[config.mk]
export PLATFORM = sky130hd
export DESIGN_NAME = proc_regfile
export DESIGN_NICKNAME = d
export VERILOG_FILES = /design/src/logic/proc_pkg.sv /design/src/logic/proc_regfile.sv
export SDC_FILE = /design/constraint.sdc
export NUM_CORES = 1
export LEC_CHECK = 0
export BUFFER_PORTS_ARGS = -buffer_cell sky130_fd_sc_hd__buf_4
export CORE_MARGIN = 2
export CORE_UTILIZATION = 46
export CTS_CLUSTER_DIAMETER = 120
export DETAILED_ROUTE_END_ITERATION = 8
export PLACE_DENSITY = 0.65
export SETUP_SLACK_MARGIN = 0.5
export SLEW_MARGIN = 15
export SYNTH_ARGS = -nofsm -noshare
export SYNTH_HDL_FRONTEND = slang
export SYNTH_SLANG_ARGS = --single-unit
[constraint.sdc]
create_clock -name clk -period 1.8 [get_ports clk]
set_clock_uncertainty 0.2 [all_clocks]
set_input_delay 0.27 -clock clk [delete_from_list [all_inputs] [get_ports clk]]
set_output_delay 0.27 -clock clk [all_outputs]
set_load 0.02 [all_outputs]
[src/logic/proc_pkg.sv]
package proc_pkg;

    // data and byte address width
    localparam int XLEN       = 16;
    localparam int REG_ADDR_W = 3;
    localparam int NUM_REGS   = 1 << REG_ADDR_W;
    localparam int MEM_WORDS  = 256;
    localparam int MEM_IDX_W  = $clog2(MEM_WORDS);

    // jal writes its return address here
    localparam logic [REG_ADDR_W-1:0] LINK_REG = 3'd7;

    // instruction opcodes, bits 15:11
    typedef enum logic [4:0] {
        OP_HALT  = 5'b00000,
        OP_NOP   = 5'b00001,
        OP_J     = 5'b00100,
        OP_JR    = 5'b00101,
        OP_JAL   = 5'b00110,
        OP_ADDI  = 5'b01000,
        OP_SUBI  = 5'b01001,
        OP_XORI  = 5'b01010,
        OP_ANDNI = 5'b01011,
        OP_BEQZ  = 5'b01100,
        OP_BNEZ  = 5'b01101,
        OP_BLTZ  = 5'b01110,
        OP_BGEZ  = 5'b01111,
        OP_ST    = 5'b10000,
        OP_LD    = 5'b10001,
        OP_SLBI  = 5'b10010,
        OP_LBI   = 5'b11000,
        OP_SHIFT = 5'b11010,
        OP_ARITH = 5'b11011,
        OP_SEQ   = 5'b11100,
        OP_SLT   = 5'b11101,
        OP_SLE   = 5'b11110,
        OP_SCO   = 5'b11111
    } opcode_e;

    // function field, bits 1:0; in the shift group the last code is reserved
    typedef enum logic [1:0] {
        FN_ADD_SLL  = 2'b00,
        FN_SUB_SRL  = 2'b01,
        FN_XOR_ROL  = 2'b10,
        FN_ANDN_RSV = 2'b11
    } alu_fn_e;

    typedef enum logic [3:0] {
        ALU_ADD, ALU_SUB, ALU_XOR, ALU_ANDN,
        ALU_SLL, ALU_SRL, ALU_ROL,
        ALU_SEQ, ALU_SLT, ALU_SLE, ALU_SCO,
        ALU_PASS_B
    } alu_op_e;

    typedef enum logic [2:0] {IMM_Z5, IMM_S5, IMM_S8, IMM_S11, IMM_SLBI} imm_sel_e;
    typedef enum logic [1:0] {WB_ALU, WB_MEM, WB_PC_PLUS, WB_IMM} wb_sel_e;
    typedef enum logic [1:0] {DST_RD, DST_RT, DST_RS, DST_LINK} dest_sel_e;

    typedef enum logic [2:0] {
        BR_NONE = 3'b000,
        BR_EQZ  = 3'b100,
        BR_NEZ  = 3'b101,
        BR_LTZ  = 3'b110,
        BR_GEZ  = 3'b111
    } branch_e;

    typedef struct packed {
        alu_op_e   alu_op;
        logic      alu_src_imm;
        imm_sel_e  imm_sel;
        wb_sel_e   wb_sel;
        logic      reg_write;
        dest_sel_e dest_sel;
        logic      mem_read;
        logic      mem_write;
        branch_e   branch;
        logic      jump;
        logic      jump_reg;
        logic      halt;
        logic      illegal;
    } ctrl_t;

    // register write performed at the coming edge
    typedef struct packed {
        logic                  en;
        logic [REG_ADDR_W-1:0] addr;
        logic [XLEN-1:0]       data;
    } wb_trace_t;

endpackage

[src/logic/proc_regfile.sv]
`timescale 1ns/10ps

module proc_regfile (
    input  logic                            clk,
    input  logic                            i_rst_n,
    input  logic [proc_pkg::REG_ADDR_W-1:0] i_rs_addr,
    input  logic [proc_pkg::REG_ADDR_W-1:0] i_rt_addr,
    input  logic                            i_wr_en,
    input  logic [proc_pkg::REG_ADDR_W-1:0] i_wr_addr,
    input  logic [proc_pkg::XLEN-1:0]       i_wr_data,
    output logic [proc_pkg::XLEN-1:0]       o_rs_data,
    output logic [proc_pkg::XLEN-1:0]       o_rt_data
);
    import proc_pkg::*;

    logic [XLEN-1:0] regs [NUM_REGS];

    always_ff @(posedge clk or negedge i_rst_n) begin
        if (!i_rst_n) begin
            for (int i = 0; i < NUM_REGS; i++) begin
                regs[i] <= '0;
            end
        end else if (i_wr_en) begin
            regs[i_wr_addr] <= i_wr_data;
        end
    end

    // no bypass, a same-cycle write shows up after the edge
    assign o_rs_data = regs[i_rs_addr];
    assign o_rt_data = regs[i_rt_addr];

    a_wr_data_known: assert property (@(posedge clk) disable iff (!i_rst_n)
        i_wr_en |-> !$isunknown({i_wr_addr, i_wr_data}))
        else $error("register write with unknown address or data");

endmodule

# --- Yosys cells after proc, flatten, opt, wreduce, memory -nomap -nowiden ---
# Index checks and enable logic that the tools add are counted.
classes:
  n_mux: 9
  order_cmp: 4
  n_reduce_logical: 1
  bitwise: 3
ops:
  columns: ["operator", "count"]
  rows:
  - ["$bwmux 128", 1]
  - ["$bmux 16 s3", 2]
  - ["$mux 16", 5]
  - ["$demux 16 s3", 1]
  - ["$ge 4x4->1 const B", 3]
  - ["$not 3->4", 3]
  - ["$lt 4x1->1 const B", 1]
  - ["$logic_and 1x1->1", 1]
totals:
  input_bits: 28
  regBits: 128
  elab_cells: 25
  output_inout_bits: 32

# --- Logic depth before layout (Yosys ltp) ---
depth:
  word_depth: 6
  depth_mapped: 5
  ltp_nobuf: 2

# --- Worst setup path before layout ---
# Ideal clock, no wire load.
synth_path:
  kind: "input to output"
  startpoint: "input port i_rs_addr[0] (netlist bit)"
  endpoint: "output port o_rs_data[2] (netlist bit)"
  t_arrival_ps: 1372
  slack_ps: -42
  n_path_buf: 2
  path_stages: 4
  t_required_ps: 1330
  path_cell_list: "buf_6 > buf_6 > mux4_1 > mux2_2"
synth_via:
  elab_chain_cells: 4
synth_rtl:
  columns: ["element", "line_no", "text"]
  rows:
  - ["start, declared", "proc_regfile.sv:6", "input logic [proc_pkg::REG_ADDR_W-1:0] i_rs_addr,"]
  - ["$not 3->4 (not written as such)", "proc_regfile.sv:29", "assign o_rs_data = regs[i_rs_addr];"]
  - ["$bmux 16 s3", "proc_regfile.sv:29", null]
  - ["$mux 16 (not written as such) (2 in a row)", "proc_regfile.sv:29", null]
  - ["end, declared", "proc_regfile.sv:11", "output logic [proc_pkg::XLEN-1:0] o_rs_data,"]
# Every way passes these cells. The select of a mux whose other input is x is not followed.

# --- Worst setup path after layout ---
layout_path:
  startpoint: "register regs[36] (netlist bit)"
  endpoint: "output port o_rs_data[4] (netlist bit)"
layout_via:
  elab_chain_cells: 3
layout_rtl:
  columns: ["element", "line_no", "text"]
  rows:
  - ["start, declared", "proc_regfile.sv:16", "logic [XLEN-1:0] regs [NUM_REGS];"]
  - ["start signal, assigned by index", "proc_regfile.sv:24", "regs[i_wr_addr] <= i_wr_data;"]
  - ["$bmux 16 s3", "proc_regfile.sv:29", null]
  - ["$mux 16 (not written as such) (2 in a row)", "proc_regfile.sv:29", null]
# Every way passes these cells. The select of a mux whose other input is x is not followed.

==> flow_summary_export.csv <==
group,metric,value,unit
timing,worst_pin_slew,0.430,ns
layout,antenna_cells,0,
routing,wl_met2,8120,um
synth,synth_area,0.00700,mm2
synth,synth_cell_types,15,
pwr,p_leak,4.16,nW
layout,reg_top3,"regs (128)",
routing,drtIter0Drc,238,
setup_path,cp.required,1.33,ns
cts,cts_tree,"done",
timing,setup_violations,32,
layout,fin_nets,543,
cts,clkTransAtPathRegs,0.06,ns
routing,num_vias,4132,
setup_path,cp_max_fo,3,
timing,hold-worst-slack,0.106,ns
placed_design,gp_congestion,0.739,
floorplanning,die_h,127,um
setup_path,reg2reg_slack,0.56,ns
pwr,power.total,0.0110,W
synth,ys_seq_area_share,45.8,%
global_route,grt_usage,21.1,%
timing,fin_tns_setup,-11.86,ns
routing,viasPerCell,5.77,
global_route,overflow,0,
synth,yosysWarnings,0,
timing,hold_viol,0,
placed_design,dp_hpwl,10500,um
setup_path,cp.arrival,1.73,ns
timing,post-route-period-util,122,%
routing,drc,0,
layout,syn2layout_area_growth,34.3,%
layout,regMostFlops,"regs",
setup_path,start_kind,"flip-flop",
layout,post-route-util,62.5,%
timing,period_needed,2.20,ns
cts,cts.path.max_buffers,2,
synth,synth_cells,393,
floorplanning,rows,45,
setup_path,slowest_delay,0.48,ns
floorplanning,io_pins,60,
setup_path,path_cells,"mux4_2, mux2_4, buf_6",
global_route,grt_max_degree,44,
floorplanning,chipWidth,127,um
timing,maxClockFrequency,456,MHz
global_route,antenna_found_initial,0,
timing,slew_headroom,71.3,%
layout,largest_reg_flops,128,
setup_path,end_kind,"output port",
routing,drt-total-wl,16400,um
routing,dr.max_layer_used,"met4",
routing,wl_met1,7590,um
synth,synth.avg_cell_area,17.8,um2
placed_design,port_buffers,59,
routing,route.met3.wl,546,um
timing,fin_ws,-0.395,ns
cts,cts_root_buf,"clkbuf_16",
timing,rsz0062_at_grt,"true",
routing,avgRoutedWirePerCell,22.9,um
run_status,violations,"negative setup slack",
synth,ys_ff_latch,128,
cts,cts_num_sinks,128,
floorplanning,start_util,46.6,%
layout,design_area,0.00940,mm2
pwr,power_density,1160,mW/mm2
setup_path,cpMaxStageDelayCell,"mux4_2",
timing,drv_slew,0,
cts,numCtsBuffers,17,
floorplanning,die-area,0.0162,mm2
global_route,grt_pass1_vias,4453,
placed_design,placed_cell_area,0.00824,mm2
setup_path,worstSetupPathType,"reg -> out",
run_status,status,"finished with violations",
global_route,grt_pass1_wl,25400,um
routing,postRouteAntennaNets,0,
synth,syn_nets,421,
cts,htreeDepth,4,
layout,drive_gt1_share,72.5,%
run,drv_cap,0,
routing,drt-pass1-iter-count,4,
floorplanning,core,0.0150,mm2
worst_hold_path,hp-class,"in -> async",
pwr,vdd_drop_max,775,uV
cts,worstSkewPairLatency,0.42,ns
==> placed cells by master, fill, tap and decap left out <==
| cell type | instances |
|---|---|
| dfrtp_1 | 128 |
| mux2_4 | 104 |
| mux4_2 | 64 |
| buf_4 | 57 |
| mux2_2 | 56 |
| buf_6 | 36 |
| buf_12 | 23 |
| clkbuf_16 | 19 |
| dlygate4sd3_1 | 17 |
| clkinvlp_4 | 5 |
| bufinv_16 | 4 |
| clkinv_2 | 3 |
| nor4bb_4 | 2 |
| nand4b_4 | 2 |
| clkinv_4 | 2 |
| nor4b_4 | 1 |
| and4bb_2 | 1 |
| nand4b_2 | 1 |
| nand4_4 | 1 |
| clkbuf_8 | 1 |
| buf_8 | 1 |
==> synthesized netlist by cell type <==
master	n	area (um2)
nor4b_4	1	23.8
mux4_2	8	180
mux4_1	56	1470
mux2_2	160	1800
buf_1	5	18.8
clkbuf_1	3	11.3
and4bb_2	1	12.5
clkbuf_2	2	10.0
buf_2	8	40.0
nand4_2	1	12.5
dfrtp_1	128	3200
nor4bb_1	2	20.0
buf_6	10	113
nand4b_2	3	45.0
buf_4	5	37.5
==> final timing paths <==
check,to,start,cells after the start
max,o_rs_data[4],regs[36],3
min,regs[125],i_rst_n,2
max reg2reg,regs[50],regs[50],3
min reg2reg,regs[40],regs[40],1
max in group asynchronous,regs[115],i_rst_n,3
min in group clk,regs[61],i_wr_addr[0],4
==> layout make-up <==
| type | instances | area (um2) |
|---|---|---|
| repair buffers | 136 | 1530 |
| multi-input cells | 232 | 3800 |
| fillers | 1099 | 5630 |
| flip-flops and latches | 128 | 3200 |
| well taps | 188 | 235 |
| clock buffers | 18 | 439 |
| clock inverters | 14 | 190 |
==> per-stage QoR <==
step           worst slack, ns  std cells
3_5_place_dp            -0.295        642
5_1_grt                 -0.440        716
4_1_cts                 -0.414        704
2_1_floorplan           0.0306        393
3_3_place_gp            -0.283        642
6_report                -0.395        716
==> cell families (layout without fill, tap and decap cells) <==
kind of cell,Yosys count,after routing,synth area share [%]
AND/OR/NAND/NOR,8,8,1.63
multiplexers,224,224,49.3
buffers and inverters,33,168,3.29
flip-flops,128,128,45.8
==> timing repair <==
item	in CTS	in global routing
pin swaps	1	4
setup endpoints to repair	39	59
hold buffers	17	0
buffers inserted	13	10
cloned	0	2
hold endpoints to repair	256	0
resized for setup	37	5
==> power breakdown <==
part           switching (W)  total [W]  internal (W)
clock                0.00129    0.00364       0.00235
combinational        0.00110    0.00332       0.00222
sequential          0.000471    0.00399       0.00352
==> worst max-delay path, delay by kind of cell (launching register included) <==
| kind | cells | cell delay, ns |
|---|---|---|
| DFF | 1 | 0.40 |
| muxes | 2 | 0.77 |
| buffers and inverters | 1 | 0.13 |
==> routing by layer <==
layer  up-vias  GRT usage, %
met3        11          4.48
met2        91          33.8
met1      2242          29.7
met5         -             0
li1       1788             -
met4         0          5.62
Note: power is estimated with default switching activity, not from simulation.
