===== src/logic/proc_pkg.sv =====
package proc_pkg;

    // data and byte address width
    localparam int XLEN       = 16;
    localparam int REG_ADDR_W = 3;
    localparam int NUM_REGS   = 1 << REG_ADDR_W;
    localparam int MEM_WORDS  = 256;
    localparam int MEM_IDX_W  = $clog2(MEM_WORDS);

    // jal writes its return address here
    localparam logic [REG_ADDR_W-1:0] LINK_REG = 3'd7;

    // instruction opcodes, bits 15:11
    typedef enum logic [4:0] {
        OP_HALT  = 5'b00000,
        OP_NOP   = 5'b00001,
        OP_J     = 5'b00100,
        OP_JR    = 5'b00101,
        OP_JAL   = 5'b00110,
        OP_ADDI  = 5'b01000,
        OP_SUBI  = 5'b01001,
        OP_XORI  = 5'b01010,
        OP_ANDNI = 5'b01011,
        OP_BEQZ  = 5'b01100,
        OP_BNEZ  = 5'b01101,
        OP_BLTZ  = 5'b01110,
        OP_BGEZ  = 5'b01111,
        OP_ST    = 5'b10000,
        OP_LD    = 5'b10001,
        OP_SLBI  = 5'b10010,
        OP_LBI   = 5'b11000,
        OP_SHIFT = 5'b11010,
        OP_ARITH = 5'b11011,
        OP_SEQ   = 5'b11100,
        OP_SLT   = 5'b11101,
        OP_SLE   = 5'b11110,
        OP_SCO   = 5'b11111
    } opcode_e;

    // function field, bits 1:0; in the shift group the last code is reserved
    typedef enum logic [1:0] {
        FN_ADD_SLL  = 2'b00,
        FN_SUB_SRL  = 2'b01,
        FN_XOR_ROL  = 2'b10,
        FN_ANDN_RSV = 2'b11
    } alu_fn_e;

    typedef enum logic [3:0] {
        ALU_ADD, ALU_SUB, ALU_XOR, ALU_ANDN,
        ALU_SLL, ALU_SRL, ALU_ROL,
        ALU_SEQ, ALU_SLT, ALU_SLE, ALU_SCO,
        ALU_PASS_B
    } alu_op_e;

    typedef enum logic [2:0] {IMM_Z5, IMM_S5, IMM_S8, IMM_S11, IMM_SLBI} imm_sel_e;
    typedef enum logic [1:0] {WB_ALU, WB_MEM, WB_PC_PLUS, WB_IMM} wb_sel_e;
    typedef enum logic [1:0] {DST_RD, DST_RT, DST_RS, DST_LINK} dest_sel_e;

    typedef enum logic [2:0] {
        BR_NONE = 3'b000,
        BR_EQZ  = 3'b100,
        BR_NEZ  = 3'b101,
        BR_LTZ  = 3'b110,
        BR_GEZ  = 3'b111
    } branch_e;

    typedef struct packed {
        alu_op_e   alu_op;
        logic      alu_src_imm;
        imm_sel_e  imm_sel;
        wb_sel_e   wb_sel;
        logic      reg_write;
        dest_sel_e dest_sel;
        logic      mem_read;
        logic      mem_write;
        branch_e   branch;
        logic      jump;
        logic      jump_reg;
        logic      halt;
        logic      illegal;
    } ctrl_t;

    // register write performed at the coming edge
    typedef struct packed {
        logic                  en;
        logic [REG_ADDR_W-1:0] addr;
        logic [XLEN-1:0]       data;
    } wb_trace_t;

endpackage


===== src/logic/proc_control.sv =====
`timescale 1ns/10ps

module proc_control (
    input  logic [proc_pkg::XLEN-1:0] i_instr,
    output proc_pkg::ctrl_t           o_ctrl
);
    import proc_pkg::*;

    opcode_e opcode;
    alu_fn_e fn;

    // shared by the register and immediate arithmetic groups
    function automatic alu_op_e arith_op(input alu_fn_e f);
        case (f)
            FN_ADD_SLL: arith_op = ALU_ADD;
            FN_SUB_SRL: arith_op = ALU_SUB;
            FN_XOR_ROL: arith_op = ALU_XOR;
            default:    arith_op = ALU_ANDN;
        endcase
    endfunction

    assign opcode = opcode_e'(i_instr[XLEN-1:XLEN-5]);
    assign fn     = alu_fn_e'(i_instr[1:0]);

    //////////////////////////////
    // decode
    //////////////////////////////
    always_comb begin
        o_ctrl          = '0;
        o_ctrl.alu_op   = ALU_PASS_B;
        o_ctrl.imm_sel  = IMM_S5;
        o_ctrl.wb_sel   = WB_ALU;
        o_ctrl.dest_sel = DST_RD;
        o_ctrl.branch   = BR_NONE;
        case (opcode)
            OP_HALT: o_ctrl.halt = 1'b1;
            OP_NOP: begin
            end
            OP_ADDI, OP_SUBI, OP_XORI, OP_ANDNI: begin
                // low opcode bits carry the same code as the function field
                o_ctrl.alu_op      = arith_op(alu_fn_e'(i_instr[12:11]));
                o_ctrl.alu_src_imm = 1'b1;
                o_ctrl.imm_sel     = (opcode inside {OP_XORI, OP_ANDNI}) ? IMM_Z5 : IMM_S5;
                o_ctrl.dest_sel    = DST_RT;
                o_ctrl.reg_write   = 1'b1;
            end
            OP_ARITH: begin
                o_ctrl.alu_op    = arith_op(fn);
                o_ctrl.reg_write = 1'b1;
            end
            OP_SHIFT: begin
                case (fn)
                    FN_ADD_SLL: o_ctrl.alu_op = ALU_SLL;
                    FN_SUB_SRL: o_ctrl.alu_op = ALU_SRL;
                    FN_XOR_ROL: o_ctrl.alu_op = ALU_ROL;
                    default:    o_ctrl.illegal = 1'b1;
                endcase
                o_ctrl.reg_write = !o_ctrl.illegal;
            end
            OP_SEQ, OP_SLT, OP_SLE, OP_SCO: begin
                case (opcode)
                    OP_SEQ:  o_ctrl.alu_op = ALU_SEQ;
                    OP_SLT:  o_ctrl.alu_op = ALU_SLT;
                    OP_SLE:  o_ctrl.alu_op = ALU_SLE;
                    default: o_ctrl.alu_op = ALU_SCO;
                endcase
                o_ctrl.reg_write = 1'b1;
            end
            OP_LD, OP_ST: begin
                // address is rs plus the signed 5-bit offset
                o_ctrl.alu_op      = ALU_ADD;
                o_ctrl.alu_src_imm = 1'b1;
                o_ctrl.dest_sel    = DST_RT;
                o_ctrl.wb_sel      = WB_MEM;
                o_ctrl.mem_read    = (opcode == OP_LD);
                o_ctrl.mem_write   = (opcode == OP_ST);
                o_ctrl.reg_write   = (opcode == OP_LD);
            end
            OP_LBI, OP_SLBI: begin
                o_ctrl.imm_sel   = (opcode == OP_LBI) ? IMM_S8 : IMM_SLBI;
                o_ctrl.wb_sel    = WB_IMM;
                o_ctrl.dest_sel  = DST_RS;
                o_ctrl.reg_write = 1'b1;
            end
            OP_BEQZ, OP_BNEZ, OP_BLTZ, OP_BGEZ: begin
                o_ctrl.imm_sel = IMM_S8;
                case (opcode)
                    OP_BEQZ: o_ctrl.branch = BR_EQZ;
                    OP_BNEZ: o_ctrl.branch = BR_NEZ;
                    OP_BLTZ: o_ctrl.branch = BR_LTZ;
                    default: o_ctrl.branch = BR_GEZ;
                endcase
            end
            OP_J, OP_JAL: begin
                o_ctrl.imm_sel   = IMM_S11;
                o_ctrl.jump      = 1'b1;
                o_ctrl.reg_write = (opcode == OP_JAL);
                o_ctrl.dest_sel  = DST_LINK;
                o_ctrl.wb_sel    = WB_PC_PLUS;
            end
            OP_JR: begin
                o_ctrl.imm_sel  = IMM_S8;
                o_ctrl.jump_reg = 1'b1;
            end
            default: o_ctrl.illegal = 1'b1;
        endcase
    end

    always_comb begin
        assert (!(o_ctrl.mem_write && o_ctrl.reg_write))
            else $error("decoder requests a store and a register write together");
    end

endmodule


===== config.mk =====
export PLATFORM = sky130hd
export DESIGN_NAME = proc_control
export DESIGN_NICKNAME = d
export VERILOG_FILES = /design/src/logic/proc_pkg.sv /design/src/logic/proc_control.sv
export SDC_FILE = /design/constraint.sdc
export NUM_CORES = 1
export LEC_CHECK = 0
export BUFFER_PORTS_ARGS = -buffer_cell sky130_fd_sc_hd__buf_2
export CORE_AREA = 2 2 39 41
export DETAILED_ROUTE_END_ITERATION = 10
export DIE_AREA = 0 0 41 43
export GPL_TIMING_DRIVEN = 0
export PLACE_DENSITY = 0.82
export SLEW_MARGIN = 5
export SYNTH_ARGS = -nofsm -noshare
export SYNTH_HDL_FRONTEND = slang
export SYNTH_SLANG_ARGS = --single-unit

===== constraint.sdc =====
create_clock -name vclk -period 1.5
set_input_delay 0.225 -clock vclk [all_inputs]
set_output_delay 0.225 -clock vclk [all_outputs]
set_load 0.005 [all_outputs]

# --- Yosys cells after proc, flatten, opt, wreduce, memory -nomap -nowiden ---
# Cells that the tools add are included.
totals:
  out_inout_bits: 22
  reg_bits: 0
  in_bits: 16
  word_cells: 63
op_classes:
  n_mux: 21
  n_reduce_logical: 16
  n_eq_ne: 26
ops:
  columns: ["operator", "count"]
  rows:
  - ["$eq A5 B5 Y1 const B", 10]
  - ["$eq A5 B4 Y1 const B", 8]
  - ["$pmux W2 S3", 5]
  - ["$pmux W4 S3", 2]
  - ["$reduce_or A22 Y1", 1]
  - ["$pmux W4 S5", 1]
  - ["$eq A5 B3 Y1 const B", 3]
  - ["$pmux W3 S4", 1]
  - ["$reduce_or A4 Y1", 3]
  - ["$reduce_or A11 Y1", 1]
  - ["$mux W1", 7]
  - ["$mux W3", 2]
  - ["$reduce_or A2 Y1", 3]
  - ["$reduce_or A6 Y1", 1]
  - ["$eq A5 B1 Y1 const B", 1]
  - ["$logic_not A5 Y1", 1]
  - ["$reduce_or A5 Y1", 1]
  - ["$eq A2 B1 Y1 const B", 2]
  - ["$eq A2 B2 Y1 const B", 2]
  - ["$logic_not A2 Y1", 2]
  - ["$pmux W1 S4", 1]
  - ["$reduce_or A3 Y1", 1]
  - ["$mux W2", 1]
  - ["$pmux W1 S2", 1]
  - ["2 further kinds", 2]

# --- Depth between registers and ports, before layout ---
depth:
  word_depth: 6
  depth_mapped: 5
  mapped_depth_nobuf: 4

# --- Worst setup path after synthesis ---
# OpenSTA, ideal clock, no wires.
synth_path:
  path_kind: "input to output"
  startpoint: "input i_instr[12] in the netlist's numbering"
  endpoint: "output o_ctrl[11] in the netlist's numbering"
  required_time_ps: 1275
  arrival_time_ps: 1018
  cell_stages: 5
  n_path_buf: 1
  setup_slack_ps: 257
  cell_sequence: "buf_2 > nand2b_1 > o21ai_0 > a211o_1 > a21oi_1"
synth_lines:
  columns: ["element", "line", "source"]
  rows:
  - ["start, declared", "proc_control.sv:4", "input logic [proc_pkg::XLEN-1:0] i_instr,"]
  - ["end, declared", "proc_control.sv:5", "output proc_pkg::ctrl_t o_ctrl"]

==> impl_metrics.ini <==
[setup_path]
crit_chain = buf_2 -> buf_2 -> clkbuf_4 -> a41o_1 -> nor2_1 -> buf_2
slowest_stage = a41o_1
critical_path_required_ps = 1270
cp-start-kind = input port
end_kind = output pin
path_class = input port to output pin
cp_common_cell = buf_2
cp_max_fo = 10
cp.arrival_ps = 1230
cpPeakStageDelay_ps = 250

[sta]
rsz0062_at_grt = yes
finalHoldViolCount = 0
slew_headroom_pct = 75.4
hold_ws_ps = 817
setup_viol = 0
fin_crit_ps = 1460
worst_slack_ps = 41.2
fmax_ghz = 0.686
worst_pin_slew_ps = 366
fin_crit_sh_pct = 97.3
slew_violations = 0

[layout]
area_growth_pct = 47.5
antenna_cells = 0
drive_above_1_share_pct = 45.8
utilization_pct = 54.2
seq_area_um2 = 0
clkbuf_count = 0
final_design_area_no_fill_um2 = 749
fillCellCount = 140
fin_nets = 136
seq_cells = 0

[synthesis]
netlist_instances = 85
yosysSeqAreaShare_pct = 0
netlist.area_leader.share_pct = 10.3
synth_area_leaders = nor2_1 10%, a21oi_1 9.9%, buf_2 6.9%
netlist_area_um2 = 508
yosysWarnings = 0
syn_avg_cell_area_um2 = 5.98
ys_types = 35
synth_fp_nets = 101
yosysTopAreaCell = nor2_1

[power]
p_total_w = 0.000210
ir_drop_uv = 131
powerDensity_nw_per_um2 = 280
leakagePower_nw = 0.387

[placed_design]
gp_congestion = 0.915
post_dp_cell_area_um2 = 668
dpl.hpwl_um = 1170
pre_cts_ws_ps = -26.9
port_buffers = 28

[global_route]
track_usage_pct = 18.4
antenna_found_initial = 0
grt_pass1_vias = 567
grt_start_max_net_pins = 11
grt_pass1_wl_um = 2440
grt-ovfl-total = 0

[detailed_routing]
vias_per_cell = 5.81
drc_errors = 0
route.vias.total = 778
wl_um = 1700
wl_per_cell_um = 12.7
first_pass_iters = 4
ant_nets = 0
drtIter0Drc = 36

[hold_path]
worstHoldPathType = input port to output pin

[floorplan]
die_h_um = 43
die_w_um = 41
core-area_um2 = 1380
num_rows = 14
dieArea_um2 = 1760
initial_utilization_pct = 36.7
pin_count = 38

[clock_network]
cts_hold_buffers = 0

[outcome]
outcome = finished, final reports clean

[run]
cap_violations = 0
==> cells in the mapped netlist (2+ instances only) <==
cell type / instances
a21oi_1: 10
and3_1: 2
buf_2: 7
inv_1: 2
nand2_1: 6
nand2b_1: 5
nand3_1: 2
nor2_1: 14
nor2b_1: 3
nor3_1: 3
nor3_2: 2
o21ai_0: 5
or3_4: 2
==> routing by layer <==
layer  GRT usage, %  share of wire (%)  up-vias
met2           29.1                 49       52
li1               -                  -      375
met4           1.33               0.83        0
met5              0                  0        -
met1           26.9                 42      349
met3           2.09                7.8        2
==> power breakdown <==
group | internal [W] | total [W] | switching, W | leakage (nW)
clock network | 0 | 0 | 0 | 0
registers | 0 | 0 | 0 | 0
logic | 0.0000979 | 0.000210 | 0.000112 | 0.387
total | 0.0000979 | 0.000210 | 0.000112 | 0.387
==> stage by stage <==
step,cells,setup TNS [ps]
after floorplan,85,0
after global placement,129,0
after detailed placement,129,-26.9
after CTS,129,0
after global routing,134,-90.6
final,134,0
==> area by class of cell <==
type | instances | area [um2] | area share (%)
Multi-Input combinational cell | 73 | 470 | 62.8
Timing Repair Buffer | 33 | 178 | 23.7
Buffer | 9 | 67.6 | 9.02
Inverter | 3 | 13.8 | 1.84
Tap cell | 16 | 20.0 | 2.67
==> cell families (layout without fill, tap and decap cells) <==
kind of cell	Yosys count	count (layout)	share of synthesized area, %
AO/OA/AOI/OAI	28	28	35.7
adder cells (fa/ha/maj)	1	1	1.97
buffers and inverters	12	45	13.3
XOR/XNOR	1	1	1.72
AND/OR/NAND/NOR	42	42	45.3
multiplexers	1	1	1.97
==> path summary, 6_finish.rpt <==
| path | startpoint | cells after the start | slack, ps | end |
|---|---|---|---|---|
| worst max-delay path | i_instr[13] | 6 | 40 | o_ctrl[21] |
| worst min-delay path | i_instr[11] | 4 | 820 | o_ctrl[2] |
==> cell usage in the layout, fill, tap and decap left out, types with 2 or more instances in the layout <==
| cell | n |
|---|---|
| nand2_1 | 6 |
| o21ai_0 | 5 |
| nand2b_1 | 4 |
| nor3_2 | 2 |
| or3_4 | 2 |
| buf_4 | 6 |
| buf_6 | 2 |
| buf_2 | 31 |
| nor2_1 | 14 |
| nand3_1 | 2 |
| inv_1 | 2 |
| and3_1 | 2 |
| nor3_1 | 3 |
| a21oi_1 | 9 |
| nor2b_2 | 2 |
| clkbuf_4 | 3 |
==> worst max-delay path, delay by kind of cell <==
family / cells / cell delay, ps
AO/OA/AOI/OAI: 1 / 250
buffers and inverters: 4 / 640
AND/OR/NAND/NOR: 1 / 120
==> repair_timing <==
action | CTS | global route
cloned | 0 | 1
buffers inserted | 0 | 4
endpoints found under the setup margin | 1 | 9
hold endpoints to repair | 0 | 0
gates resized for setup | 1 | 13
(Power assumes the default switching activity.)
