## src/logic/proc_pkg.sv

```systemverilog
package proc_pkg;

    // data and byte address width
    localparam int XLEN       = 16;
    localparam int REG_ADDR_W = 3;
    localparam int NUM_REGS   = 1 << REG_ADDR_W;
    localparam int MEM_WORDS  = 256;
    localparam int MEM_IDX_W  = $clog2(MEM_WORDS);

    // jal writes its return address here
    localparam logic [REG_ADDR_W-1:0] LINK_REG = 3'd7;

    // instruction opcodes, bits 15:11
    typedef enum logic [4:0] {
        OP_HALT  = 5'b00000,
        OP_NOP   = 5'b00001,
        OP_J     = 5'b00100,
        OP_JR    = 5'b00101,
        OP_JAL   = 5'b00110,
        OP_ADDI  = 5'b01000,
        OP_SUBI  = 5'b01001,
        OP_XORI  = 5'b01010,
        OP_ANDNI = 5'b01011,
        OP_BEQZ  = 5'b01100,
        OP_BNEZ  = 5'b01101,
        OP_BLTZ  = 5'b01110,
        OP_BGEZ  = 5'b01111,
        OP_ST    = 5'b10000,
        OP_LD    = 5'b10001,
        OP_SLBI  = 5'b10010,
        OP_LBI   = 5'b11000,
        OP_SHIFT = 5'b11010,
        OP_ARITH = 5'b11011,
        OP_SEQ   = 5'b11100,
        OP_SLT   = 5'b11101,
        OP_SLE   = 5'b11110,
        OP_SCO   = 5'b11111
    } opcode_e;

    // function field, bits 1:0; in the shift group the last code is reserved
    typedef enum logic [1:0] {
        FN_ADD_SLL  = 2'b00,
        FN_SUB_SRL  = 2'b01,
        FN_XOR_ROL  = 2'b10,
        FN_ANDN_RSV = 2'b11
    } alu_fn_e;

    typedef enum logic [3:0] {
        ALU_ADD, ALU_SUB, ALU_XOR, ALU_ANDN,
        ALU_SLL, ALU_SRL, ALU_ROL,
        ALU_SEQ, ALU_SLT, ALU_SLE, ALU_SCO,
        ALU_PASS_B
    } alu_op_e;

    typedef enum logic [2:0] {IMM_Z5, IMM_S5, IMM_S8, IMM_S11, IMM_SLBI} imm_sel_e;
    typedef enum logic [1:0] {WB_ALU, WB_MEM, WB_PC_PLUS, WB_IMM} wb_sel_e;
    typedef enum logic [1:0] {DST_RD, DST_RT, DST_RS, DST_LINK} dest_sel_e;

    typedef enum logic [2:0] {
        BR_NONE = 3'b000,
        BR_EQZ  = 3'b100,
        BR_NEZ  = 3'b101,
        BR_LTZ  = 3'b110,
        BR_GEZ  = 3'b111
    } branch_e;

    typedef struct packed {
        alu_op_e   alu_op;
        logic      alu_src_imm;
        imm_sel_e  imm_sel;
        wb_sel_e   wb_sel;
        logic      reg_write;
        dest_sel_e dest_sel;
        logic      mem_read;
        logic      mem_write;
        branch_e   branch;
        logic      jump;
        logic      jump_reg;
        logic      halt;
        logic      illegal;
    } ctrl_t;

    // register write performed at the coming edge
    typedef struct packed {
        logic                  en;
        logic [REG_ADDR_W-1:0] addr;
        logic [XLEN-1:0]       data;
    } wb_trace_t;

endpackage

```

## src/logic/proc_next_pc.sv

```systemverilog
`timescale 1ns/10ps

module proc_next_pc (
    input  logic                      clk,
    input  logic                      i_rst_n,
    input  logic                      i_hold,
    input  logic                      i_restart,
    input  proc_pkg::ctrl_t           i_ctrl,
    input  logic [proc_pkg::XLEN-1:0] i_rs_data,
    input  logic [proc_pkg::XLEN-1:0] i_imm,
    output logic [proc_pkg::XLEN-1:0] o_pc,
    output logic [proc_pkg::XLEN-1:0] o_pc_plus
);
    import proc_pkg::*;

    logic [XLEN-1:0] target;
    logic [XLEN-1:0] pc_next;
    logic            taken;

    assign o_pc_plus = o_pc + XLEN'(2);
    // jr is register relative, everything else pc+2 relative
    assign target    = (i_ctrl.jump_reg ? i_rs_data : o_pc_plus) + i_imm;

    // branch test on rs alone
    always_comb begin
        case (i_ctrl.branch)
            BR_EQZ:  taken = (i_rs_data == '0);
            BR_NEZ:  taken = (i_rs_data != '0);
            BR_LTZ:  taken = i_rs_data[XLEN-1];
            BR_GEZ:  taken = !i_rs_data[XLEN-1];
            default: taken = 1'b0;
        endcase
    end

    assign pc_next = (taken || i_ctrl.jump || i_ctrl.jump_reg) ? target : o_pc_plus;

    always_ff @(posedge clk or negedge i_rst_n) begin
        if (!i_rst_n) begin
            o_pc <= '0;
        end else if (i_restart) begin
            o_pc <= '0;
        end else if (!i_hold) begin
            o_pc <= pc_next;
        end
    end

endmodule

```

## config.mk

```make
export PLATFORM = sky130hd
export DESIGN_NAME = proc_next_pc
export DESIGN_NICKNAME = d
export VERILOG_FILES = /design/src/logic/proc_pkg.sv /design/src/logic/proc_next_pc.sv
export SDC_FILE = /design/constraint.sdc
export NUM_CORES = 1
export LEC_CHECK = 0
export BUFFER_PORTS_ARGS = -buffer_cell sky130_fd_sc_hd__clkbuf_2
export CAP_MARGIN = 40
export CORE_AREA = 2 2 67 69
export CTS_BUF_LIST = sky130_fd_sc_hd__clkbuf_16
export CTS_CLUSTER_DIAMETER = 50
export DETAILED_ROUTE_END_ITERATION = 7
export DIE_AREA = 0 0 69 71
export GPL_TIMING_DRIVEN = 0
export PLACE_DENSITY = 0.83
export SLEW_MARGIN = 20
export SYNTH_ARGS = -nofsm -noshare
export SYNTH_HDL_FRONTEND = slang
export SYNTH_SLANG_ARGS = --single-unit
export TNS_END_PERCENT = 100
```

## constraint.sdc

```tcl
create_clock -name clk -period 4.5 [get_ports clk]
set_input_delay 0.9 -clock clk [delete_from_list [all_inputs] [get_ports clk]]
set_output_delay 0.9 -clock clk [all_outputs]
set_load 0.005 [all_outputs]
```

Word level (Yosys, flattened, before mapping)

Cells that the tools add are included.

Reductions and logical operators: 5
Add/sub/neg operators: 2
Eq/ne operators: 5
Multiplexer cells: 5

Operators with widths:

| operator                                              | number |
|---|---|
| two-way mux 16 bit                                    | 4 |
| adder 16 bit                                          | 1 |
| adder 16 x 2 -> 16 bit, second input constant         | 1 |
| zero test 16 bit                                      | 1 |
| nonzero test 16 bit                                   | 1 |
| equality test 3 bit, second input constant            | 4 |
| one-hot mux 1 bit (4 select lines)                    | 1 |
| logical OR 1 bit                                      | 2 |
| inequality test 2 x 1 -> 1 bit, second input constant | 1 |
| zero test 1 bit                                       | 1 |

Logic and storage cells: 18
Input port bits: 58
Flip-flop bits (word level): 16
Output and inout port bits: 32

Longest topological paths before layout

Gate-level depths: netlist of run 1.

Depth in word-level cells: 7
Depth in mapped cells: 15
Depth with buffers taken out: 14

Worst setup path before layout of run 1

Ideal clock, no wire load.

Path type: input port to flip-flop
Start: in i_ctrl[2] (netlist name)
End: reg o_pc[8] (netlist name)
Required time: 4.401 ns
Library setup time: 0.099 ns
Data arrival time: 3.481 ns
Slack: 0.920 ns
Stages: 10
Path buffers: 2
Cell sequence: clkbuf_1 -> clkbuf_1 -> mux2_2 -> ha_1 -> nor2b_1 -> o31a_1 -> o31a_1 -> o21ai_0 -> nand4b_1 -> a311oi_1

Cells in the longest elaborated chain, start to end: 5
Elaborated cells on any way between the ends: 6
Those cells by class: add/sub: 1; mux: 4; reduce/logical: 1

RTL lines:

| what                   | RTL line           | text |
|---|---|---|
| start, declared        | proc_next_pc.sv:8  | `input proc_pkg::ctrl_t i_ctrl,` |
| two-way mux 16 bit     | proc_next_pc.sv:22 | `assign target = (i_ctrl.jump_reg ? i_rs_data : o_pc_plus) + i_imm;` |
| adder 16 bit           | proc_next_pc.sv:22 |  |
| two-way mux 16 bit (*) | proc_next_pc.sv:35 | `assign pc_next = (taken \|\| i_ctrl.jump \|\| i_ctrl.jump_reg) ? target : o_pc_plus;` |
| two-way mux 16 bit (*) | proc_next_pc.sv:42 | `end else if (!i_hold) begin` |
| two-way mux 16 bit (*) | proc_next_pc.sv:40 | `end else if (i_restart) begin` |
| end signal, assigned   | proc_next_pc.sv:43 | `o_pc <= pc_next;` |
| end, declared          | proc_next_pc.sv:11 | `output logic [proc_pkg::XLEN-1:0] o_pc,` |

Mark *: on every way between the ends. The rest lies on a longest branch, timed or not. The select of a mux whose other input is x is not followed.
A chain may end at the register's enable or synchronous reset.

Worst setup path after layout of run 1

Start: in i_ctrl[2] (netlist name)
End: reg o_pc[15] (netlist name)

Same word-level chain as after synthesis.

==> impl_results.md, run 1 <==
* Status: finished clean
* Non-filler cells, final at 391
* Std-Cell Rows at 24
* Final routed DRC violation total at 0
* Skew final at 0.002811 ns
* Yosys cell types at 50
* Num ports at 90
* YS warnings at 0
* PortBufs at 69
* Fillers at 365
* Post-CTS Setup Repair Bufs at 0
* Main synth FF type: dfrtp_1
* Yosys top cell area share at 0.1872
* Final Critical Period at 4.121 ns
* Clock transition at path regs at 0.05 ns
* Design area at 0.002624 sq mm
* Share of layout cells above drive strength 1 at 0.2891
* Vias per cell at 5.946
* Synth area leader: dfrtp_1
* Setup CP Type: primary input to flip-flop
* Fin. Hold Viols at 0
* Synthesized area at 0.002138 sq mm
* Final WL at 6.403 mm
* Root Buffer: clkbuf_16
* Fraction of the cycle the final worst path needs at 0.9157
* Async S/R FF share, synth at 1.000
* Mapped Nets at 344
* Vias in the first global route at 2,236
* Slew HR at 0.6209
* Utilization after layout at 0.6241
* Synthesized flop and latch total at 16
* Die area at 0.004899 sq mm
* VDD IR max at 111.7 uV
* Critical-path maximum fanout at 10
* Skew-Pair Late Insertion Delay at 0.25 ns
* HP Class: flip-flop to flip-flop
* Total Power at 0.6957 mW
* CTS H-tree depth at 1
* Max_cap viols at 0
* Initial antenna violation count at 0
* Largest regs: o_pc: 16 flops
* Post-cts sizing count at 0
* Final Max Slew Viols at 0
* Gr ovfl total at 0
* Synthesis-to-finish area growth at 22.70%
* N_diodes at 0
* Seq/Total Area, Yosys at 0.1872
* Post-Synthesis Cells at 267
* Num CTS Buffers at 3
* Tot GR Track Use at 0.2603
* Final setup vio count at 0
* Global-route wire length before repair at 10.38 mm
* Die height at 71 um
* Largest register FFs at 16
* Initial DRC Count at 238
* First-pass DRT Iterations at 4
* Initial Util at 0.5086
* Fmax at 242.7 MHz
* Via count at 2,325
* Core ar. at 0.004204 sq mm
* Pleak at 1.248 nW
* Antenna-violating nets left at 0
* Unrepaired setup endpoints after global routing: false
* CP Capture Type: flip-flop
* Biggest register: o_pc
* Final setup TNS at 0 ns
* Clk sinks at 16
* Worst Path Arrival at 4.28 ns
* Max clock buf depth at 2
* Pin count of the biggest net entering global routing at 17
* Average wire per standard cell at 16.38 um
* Slew @ Worst Pin at 0.5687 ns
* Syn_area_per_cell at 8.009 sq um
* Chip width at 69 um
* RePlAce Congestion at 0.8827
* Number of flops mapped to enable cells by yosys at 0
* CP required at 4.66 ns
* Nets at 418
* Synth area leaders: dfrtp_1, ha_1, mux2_2
* Dpl cell area at 0.002549 sq mm
* CTS tree: built
* Startpoint Class: primary input
* Hold-fix buffer count after cts at 0
* Placed Cells at 388
* Power per cell area at 265.1 mW/mm^2
* Detail Placement HPWL at 5.169 mm
-- layout make-up --
class                      instances  area, sq um  area share
inverter                          15        56.30     0.02146
multi-input combinational        222         1615      0.6156
clock buffer                       3        75.07     0.02861
timing repair buffer              69        345.3      0.1316
buffer                            14        66.31     0.02527
tap                               52        65.06     0.02480
sequential                        16        400.4      0.1526
-- cell usage in the layout (no fill, tap or decap), drive strengths merged, types with 2 or more instances in the layout --
master and count:
clkbuf 81, nor2 29, a21oi 18, ha 18
nand2 16, dfrtp 16, inv 15, mux2 14
o21ai 13, nor3 11, xnor2 11, xor2 10
nand3 7, a211oi 7, a31oi 7, nand4 7
a21o 5, a221oi 5, nor4 5, buf 5
o311ai 3, o21a 3, nand3b 3, nor2b 3
o31a 3, o31ai 3, mux2i 3, a211o 2
o21bai 2, nor3b 2, or2 2, a311oi 2
-- cells by family after synthesis --
logic type / after synthesis / synth area share
DFF: 16 / 0.1872
muxes: 17 / 0.09362
AOI/OAI and AO/OA: 76 / 0.2399
and+or+nand+nor: 89 / 0.2177
buffers and inverters: 29 / 0.05734
adders and majority gates: 19 / 0.1147
xor gates and xnor gates: 21 / 0.08952
-- metal layers --
| metal | share of wire | wire, um | GRT usage |
|---|---|---|---|
| met1 | 0.44 | 2797 | 0.3313 |
| met2 | 0.48 | 3098 | 0.4530 |
| met3 | 0.050 | 321 | 0.01852 |
| met4 | 0.029 | 185 | 0.1176 |
| met5 | 0 | 0 | 0 |
-- final timing paths --
kind	startpoint	end	slack (ns)	cells past startpoint
min reg2reg	o_pc[0]$_DFFE_PN0P_	o_pc[0]$_DFFE_PN0P_	0.56	2
max	i_ctrl[2]	o_pc[15]$_DFFE_PN0P_	0.38	11
max in group asynchronous	i_rst_n	o_pc[8]$_DFFE_PN0P_	3.62	1
min	o_pc[0]$_DFFE_PN0P_	o_pc[0]$_DFFE_PN0P_	0.56	2
min in group asynchronous	i_rst_n	o_pc[15]$_DFFE_PN0P_	0.58	1
max reg2reg	o_pc[1]$_DFFE_PN0P_	o_pc[15]$_DFFE_PN0P_	0.95	12
-- worst max-delay path, stage by stage --
cell and delay (ns):
clkbuf_1 0.43, clkbuf_1 0.48, mux2_2 0.40, ha_1 0.23, a211oi_1 0.23, o21bai_1 0.15
o311ai_0 0.54, a21oi_1 0.23, a31oi_1 0.32, o311ai_0 0.18, a31oi_1 0.19
-- synthesized netlist by cell type, types with 2 or more instances --
cell type,count
ha_1,18
inv_1,15
o31a_1,3
nor4_1,4
buf_2,2
o31ai_1,3
a21o_1,5
nor2b_1,3
nor2_1,27
dfrtp_1,16
nand4_1,6
nor3b_1,2
a221oi_1,5
clkbuf_1,9
o21a_1,3
xor2_1,10
mux2_2,14
a211oi_1,7
nor2_2,2
xnor2_1,10
o311ai_0,3
a211o_1,2
nand3b_1,3
nand3_1,7
a21oi_1,18
o21ai_0,13
nor3_1,11
nand2_1,16
mux2i_1,2
a31oi_1,7
o21bai_1,2
-- power by group --
part	switching, mW	leakage (nW)	internal, mW
sequential	0.0232	0.210	0.160
combinational	0.188	1.00	0.150
clock	0.0575	0.0370	0.117
-- stage by stage --
step / worst slack, ns / hold WS (ns)
floorplan: 0.9197 / 0.5495
global placement: 0.3068 / 0.5481
detailed placement: 0.1509 / 0.5630
CTS: 0.4034 / 0.5697
global route: 0.03279 / 0.6082
finish: 0.3792 / 0.5642
No activity file was read; power rests on OpenSTA's default activity.
==> run 2: changes to the inputs <==
CORE_AREA = 2 2 88 90   (was 2 2 67 69)
DIE_AREA = 0 0 90 92   (was 0 0 69 71)
PLACE_DENSITY = 0.51   (was 0.83)
==> impl_results.md, run 2 (synthesis gave the netlist of run 1 again) <==
* Unrepaired setup endpoints after global routing: false (unchanged)
* Synthesis-to-finish area growth at 25.63% (was 22.70%)
* Initial Util at 0.2871 (was 0.5086)
* Vias per cell at 5.018 (was 5.946)
* Die height at 92 um (was 71 um)
* Final Max Slew Viols at 0 (unchanged)
* Max_cap viols at 0 (unchanged)
* Average wire per standard cell at 15.45 um (was 16.38 um)
* First-pass DRT Iterations at 4 (unchanged)
* Worst-case reg-to-reg path depth at 14 (was 12)
* Critical Path, Cell by Cell: clkbuf_1 -> clkbuf_1 -> mux2_2 -> ha_1 -> a211oi_1 -> o21bai_1 -> o311ai_0 -> a21oi_1 -> a31oi_1 -> o311ai_0 -> a31oi_1 (unchanged)
* CTS H-tree depth at 1 (unchanged)
* Slew HR at 0.6126 (was 0.6209)
* Via count at 2,213 (was 2,325)
* Commonest non-fill, non-tap cell in the layout: clkbuf_2 (unchanged)
* Global-route wire length before repair at 10.69 mm (was 10.38 mm)
* CTS tree: built (unchanged)
* FF+latch area at 400.4 sq um (unchanged)
* Final setup vio count at 0 (unchanged)
* RePlAce Congestion at 0.8157 (was 0.8827)
* Share of layout cells above drive strength 1 at 0.2891 (unchanged)
* Clk sinks at 16 (unchanged)
* Num ports at 90 (unchanged)
* Reg-to-reg endpoint: o_pc[12]$_DFFE_PN0P_ (was o_pc[15]$_DFFE_PN0P_)
* Tot GR Track Use at 0.1609 (was 0.2603)
* HP Class: flip-flop to flip-flop (unchanged)
* CP Buf/Inv Count at 2 (unchanged)
* Clock transition at path regs at 0.05 ns (about the same)
* CP peak stage delay at 0.53 ns (was 0.54 ns)
* Skew final at 0.001775 ns (was 0.002811 ns)
* Hold Path Origin: o_pc[0]$_DFFE_PN0P_ (unchanged)
* Largest regs: o_pc: 16 flops (unchanged)
* Hold-critical path depth at 2 (unchanged)
* Worst min-delay path endpoint: o_pc[0]$_DFFE_PN0P_ (unchanged)
* Power per cell area at 257.9 mW/mm^2 (was 265.1 mW/mm^2)
* Gr ovfl total at 0 (unchanged)
* CP max-delay cell: o311ai_0 (unchanged)
* Utilization after layout at 0.3607 (was 0.6241)
* Std-Cell Rows at 32 (was 24)
* N_diodes at 0 (unchanged)
* Area of the multi-input gates at 0.001615 sq mm (unchanged)
* Max clock buf depth at 2 (unchanged)
* CP delay by family, top: compound AO/OA/AOI/OAI gates (unchanged)
* Hold-fix buffer count after cts at 0 (unchanged)
* Critical-path maximum fanout at 10 (unchanged)
* Biggest register: o_pc (unchanged)
* Final WL at 6.813 mm (was 6.403 mm)
* Nets at 418 (unchanged)
* Final routed DRC violation total at 0 (unchanged)
* Core ar. at 0.007447 sq mm (was 0.004204 sq mm)
* Setup CP Type: primary input to flip-flop (unchanged)
* Initial antenna violation count at 0 (unchanged)
* Worst Path Arrival at 4.23 ns (was 4.28 ns)
* PortBufs at 69 (unchanged)
* Chip width at 90 um (was 69 um)
* Fin. Hold Viols at 0 (unchanged)
* Placed Cells at 438 (was 388)
* Vias in the first global route at 2,146 (was 2,236)
* Design area at 0.002686 sq mm (was 0.002624 sq mm)
* Final setup TNS at 0 ns (unchanged)
* Fmax at 245.9 MHz (was 242.7 MHz)
* Worst reg2reg setup slack at 0.98 ns (was 0.95 ns)
* VDD IR max at 99.19 uV (was 111.7 uV)
* Non-filler cells, final at 441 (was 391)
* Total Power at 0.6928 mW (was 0.6957 mW)
* Post-CTS Setup Repair Bufs at 0 (unchanged)
* Slew @ Worst Pin at 0.5811 ns (was 0.5687 ns)
* Num CTS Buffers at 3 (unchanged)
* CP Capture Type: flip-flop (unchanged)
* Fillers at 815 (was 365)
* Final Critical Period at 4.066 ns (was 4.121 ns)
* CP required at 4.67 ns (was 4.66 ns)
* Post-cts sizing count at 0 (unchanged)
* Worst reg2reg startpoint: o_pc[1]$_DFFE_PN0P_ (unchanged)
* Die area at 0.008280 sq mm (was 0.004899 sq mm)
* Startpoint Class: primary input (unchanged)
* Pin count of the biggest net entering global routing at 17 (unchanged)
* Detail Placement HPWL at 5.705 mm (was 5.169 mm)
* Antenna-violating nets left at 0 (unchanged)
* Root Buffer: clkbuf_16 (unchanged)
* Largest register FFs at 16 (unchanged)
* Skew-Pair Late Insertion Delay at 0.24 ns (was 0.25 ns)
* Initial DRC Count at 77 (was 238)
* Fraction of the cycle the final worst path needs at 0.9036 (was 0.9157)
* Dpl cell area at 0.002611 sq mm (was 0.002549 sq mm)
* Most frequent cells in the layout: clkbuf_2, nor2_1, a21oi_1, ha_1 (unchanged)
* Status: finished clean (unchanged)
* Pleak at 1.248 nW (unchanged)
-- run 2: routing by layer --
| layer | global-route usage | wire length [um] | up-vias |
|---|---|---|---|
| met5 | 0 | 0 | - |
| met1 | 0.2146 | 3216 | 1013 |
| met2 | 0.2751 | 3257 | 53 |
| met4 | 0.03718 | 65 | 0 |
| met3 | 0.02383 | 272 | 7 |
| li1 | - | - | 1140 |
-- run 2: worst min-delay path, cell delays in order (launching register included) --
cell and delay (ns):
dfrtp_1 0.40, nand2_1 0.07, a21oi_1 0.06
-- run 2: worst max path at each step --
stage	startpoint	to	slack, ns	depth (start not counted)
finish	i_ctrl[2]	o_pc[15]$_DFFE_PN0P_	0.43	11
global route	i_ctrl[2]	o_pc[15]$_DFFE_PN0P_	0.10	11
CTS	i_ctrl[2]	o_pc[15]$_DFFE_PN0P_	0.38	11
detailed placement	i_ctrl[2]	o_pc[15]$_DFFE_PN0P_	0.14	11
global placement	i_ctrl[2]	o_pc[15]$_DFFE_PN0P_	0.12	11
floorplan	i_ctrl[2]	o_pc[8]$_DFFE_PN0P_	0.92	10
-- run 2: power breakdown --
| group | internal [mW] | switching (mW) | leakage [nW] |
|---|---|---|---|
| clock | 0.117 | 0.0540 | 0.0370 |
| combinational | 0.150 | 0.188 | 1.00 |
| sequential | 0.160 | 0.0241 | 0.210 |
-- run 2: final cells by class --
class	count	area share
plain buffers	14	0.02469
flip-flops and latches	16	0.1490
well taps	102	0.04751
repair buffers	69	0.1286
multi-input cells	222	0.6013
inverters	15	0.02096
clock buffers	3	0.02795
-- run 2: through the flow --
step	worst slack [ns]	hold WS [ns]
after floorplan	0.9197	0.5495
after global placement	0.1222	0.5532
after detailed placement	0.1431	0.5670
after CTS	0.3842	0.5737
after global routing	0.1028	0.6115
final	0.4340	0.5732
==> run 3: changes to the inputs <==
RECOVER_POWER = 100   (was default)
==> impl_results.md, run 3 (synthesis gave the netlist of run 1 again) <==
* Status: finished clean (unchanged)
* Biggest register: o_pc (unchanged)
* Initial antenna violation count at 0 (unchanged)
* N_diodes at 0 (unchanged)
* Pin count of the biggest net entering global routing at 17 (unchanged)
* Final Max Slew Viols at 0 (unchanged)
* Die area at 0.008280 sq mm (unchanged)
* Vias per cell at 5.041 (was 5.018)
* Max clock buf depth at 2 (unchanged)
* Final routed DRC violation total at 0 (unchanged)
* Global-route wire length before repair at 10.69 mm (unchanged)
* Design area at 0.002623 sq mm (was 0.002686 sq mm)
* Commonest non-fill, non-tap cell in the layout: clkbuf_2 (unchanged)
* Unrepaired setup endpoints after global routing: false (unchanged)
* Worst min-delay path endpoint: o_pc[0]$_DFFE_PN0P_ (unchanged)
* Final WL at 6.853 mm (was 6.813 mm)
* Worst Path Arrival at 4.24 ns (was 4.23 ns)
* Final setup TNS at 0 ns (unchanged)
* Most frequent cells in the layout: clkbuf_2, nor2_1, clkbuf_1, a21oi_1, ha_1 (was clkbuf_2, nor2_1, a21oi_1, ha_1)
* Fin. Hold Viols at 0 (unchanged)
* Num ports at 90 (unchanged)
* Vias in the first global route at 2,146 (unchanged)
* Worst-case reg-to-reg path depth at 13 (was 14)
* Core ar. at 0.007447 sq mm (unchanged)
* Nets at 418 (unchanged)
* Fmax at 245.6 MHz (was 245.9 MHz)
* Slew HR at 0.4137 (was 0.6126)
* HP Class: flip-flop to flip-flop (unchanged)
* Total Power at 0.6877 mW (was 0.6928 mW)
* Post-cts sizing count at 0 (unchanged)
* CP Capture Type: flip-flop (unchanged)
* Clock transition at path regs at 0.05 ns (about the same)
* Worst slack at placement at 0.1431 ns (unchanged)
* Average wire per standard cell at 15.54 um (was 15.45 um)
* Final worst slack at 0.4290 ns (was 0.4340 ns)
* Post-CTS Setup Repair Bufs at 0 (unchanged)
* VDD IR max at 99.12 uV (was 99.19 uV)
* First-pass DRT Iterations at 4 (unchanged)
* Worst reg2reg startpoint: o_pc[3]$_DFFE_PN0P_ (was o_pc[1]$_DFFE_PN0P_)
* Largest regs: o_pc: 16 flops (unchanged)
* Pleak at 1.189 nW (was 1.248 nW)
* Share of layout cells above drive strength 1 at 0.2478 (was 0.2891)
* PortBufs at 69 (unchanged)
* Antenna-violating nets left at 0 (unchanged)
* Clk sinks at 16 (unchanged)
* Fraction of the cycle the final worst path needs at 0.9047 (was 0.9036)
* Root Buffer: clkbuf_16 (unchanged)
* Gr ovfl total at 0 (unchanged)
* CP required at 4.67 ns (about the same)
* Slew @ Worst Pin at 0.8795 ns (was 0.5811 ns)
* Worst reg2reg setup slack at 0.85 ns (was 0.98 ns)
* Final setup vio count at 0 (unchanged)
* Hold-fix buffer count after cts at 0 (unchanged)
* Power per cell area at 262.2 mW/mm^2 (was 257.9 mW/mm^2)
* Hold Path Origin: o_pc[0]$_DFFE_PN0P_ (unchanged)
* Skew-Pair Late Insertion Delay at 0.25 ns (was 0.24 ns)
* Largest register FFs at 16 (unchanged)
* Chip width at 90 um (unchanged)
* Max_cap viols at 0 (unchanged)
* Synthesis-to-finish area growth at 22.65% (was 25.63%)
* Skew final at 0.002284 ns (was 0.001775 ns)
* Final Critical Period at 4.071 ns (was 4.066 ns)
* CTS H-tree depth at 1 (unchanged)
* Critical-path maximum fanout at 10 (unchanged)
* Initial Util at 0.2871 (unchanged)
* Setup CP Type: primary input to flip-flop (unchanged)
* Dpl cell area at 0.002611 sq mm (unchanged)
* Hold-critical path depth at 2 (unchanged)
* RePlAce Congestion at 0.8157 (unchanged)
* Initial DRC Count at 80 (was 77)
* Std-Cell Rows at 32 (unchanged)
* CTS tree: built (unchanged)
* Die height at 92 um (unchanged)
* Reg-to-reg endpoint: o_pc[15]$_DFFE_PN0P_ (was o_pc[12]$_DFFE_PN0P_)
* Tot GR Track Use at 0.1609 (unchanged)
* Via count at 2,223 (was 2,213)
* Num CTS Buffers at 3 (unchanged)
* Startpoint Class: primary input (unchanged)
* Detail Placement HPWL at 5.705 mm (unchanged)
==> run 3: changes by cell type in the layout (fill, tap and decap cells not counted), sizes merged <==
cell / before / now
buf: 5 / 3
clkbuf: 81 / 83
==> run 3: worst max path at each step <==
stage / startpoint / to / slack [ns] / depth (start not counted)
after global routing: i_ctrl[2] / o_pc[15]$_DFFE_PN0P_ / 0.10 / 11
after detailed placement: i_ctrl[2] / o_pc[15]$_DFFE_PN0P_ / 0.14 / 11
after floorplan: i_ctrl[2] / o_pc[8]$_DFFE_PN0P_ / 0.92 / 10
after global placement: i_ctrl[2] / o_pc[15]$_DFFE_PN0P_ / 0.12 / 11
final: i_ctrl[2] / o_pc[15]$_DFFE_PN0P_ / 0.43 / 11
after CTS: i_ctrl[2] / o_pc[15]$_DFFE_PN0P_ / 0.38 / 11
==> run 3: stage by stage <==
step	utilization	hold WS, ns	instances
after global placement	0.3506	0.5532	438
after global routing	0.3522	0.6324	441
after detailed placement	0.3506	0.5670	438
after floorplan	-	0.5495	267
after CTS	0.3607	0.5737	441
final	0.3522	0.5717	441
==> run 3: final cells by class <==
class                   instances  area (sq um)
well taps                     102         127.6
inverters                      15         56.30
fillers                       826          4825
repair buffers                 69         335.3
plain buffers                  14         65.06
flip-flops and latches         16         400.4
clock buffers                   3         75.07
multi-input cells             222          1563
==> run 3: layer usage <==
layer | part of all wire | GRT usage
met5 | 0 | 0
met2 | 0.48 | 0.2751
met1 | 0.46 | 0.2146
met4 | 0.0098 | 0.03718
met3 | 0.049 | 0.02383
==> run 3: report_power, final <==
| part | internal (mW) | switching [mW] | leakage [nW] |
|---|---|---|---|
| clock network | 0.117 | 0.0547 | 0.0370 |
| logic | 0.147 | 0.187 | 0.942 |
| registers | 0.160 | 0.0222 | 0.210 |
==> run 3: critical path: stages <==
cell and delay [ns]:
clkbuf_1 0.43, clkbuf_1 0.48, mux2_2 0.40, ha_1 0.23, a211oi_1 0.26, o21bai_1 0.15
o311ai_0 0.53, a21oi_1 0.19, a31oi_1 0.33, o311ai_0 0.17, a31oi_1 0.16
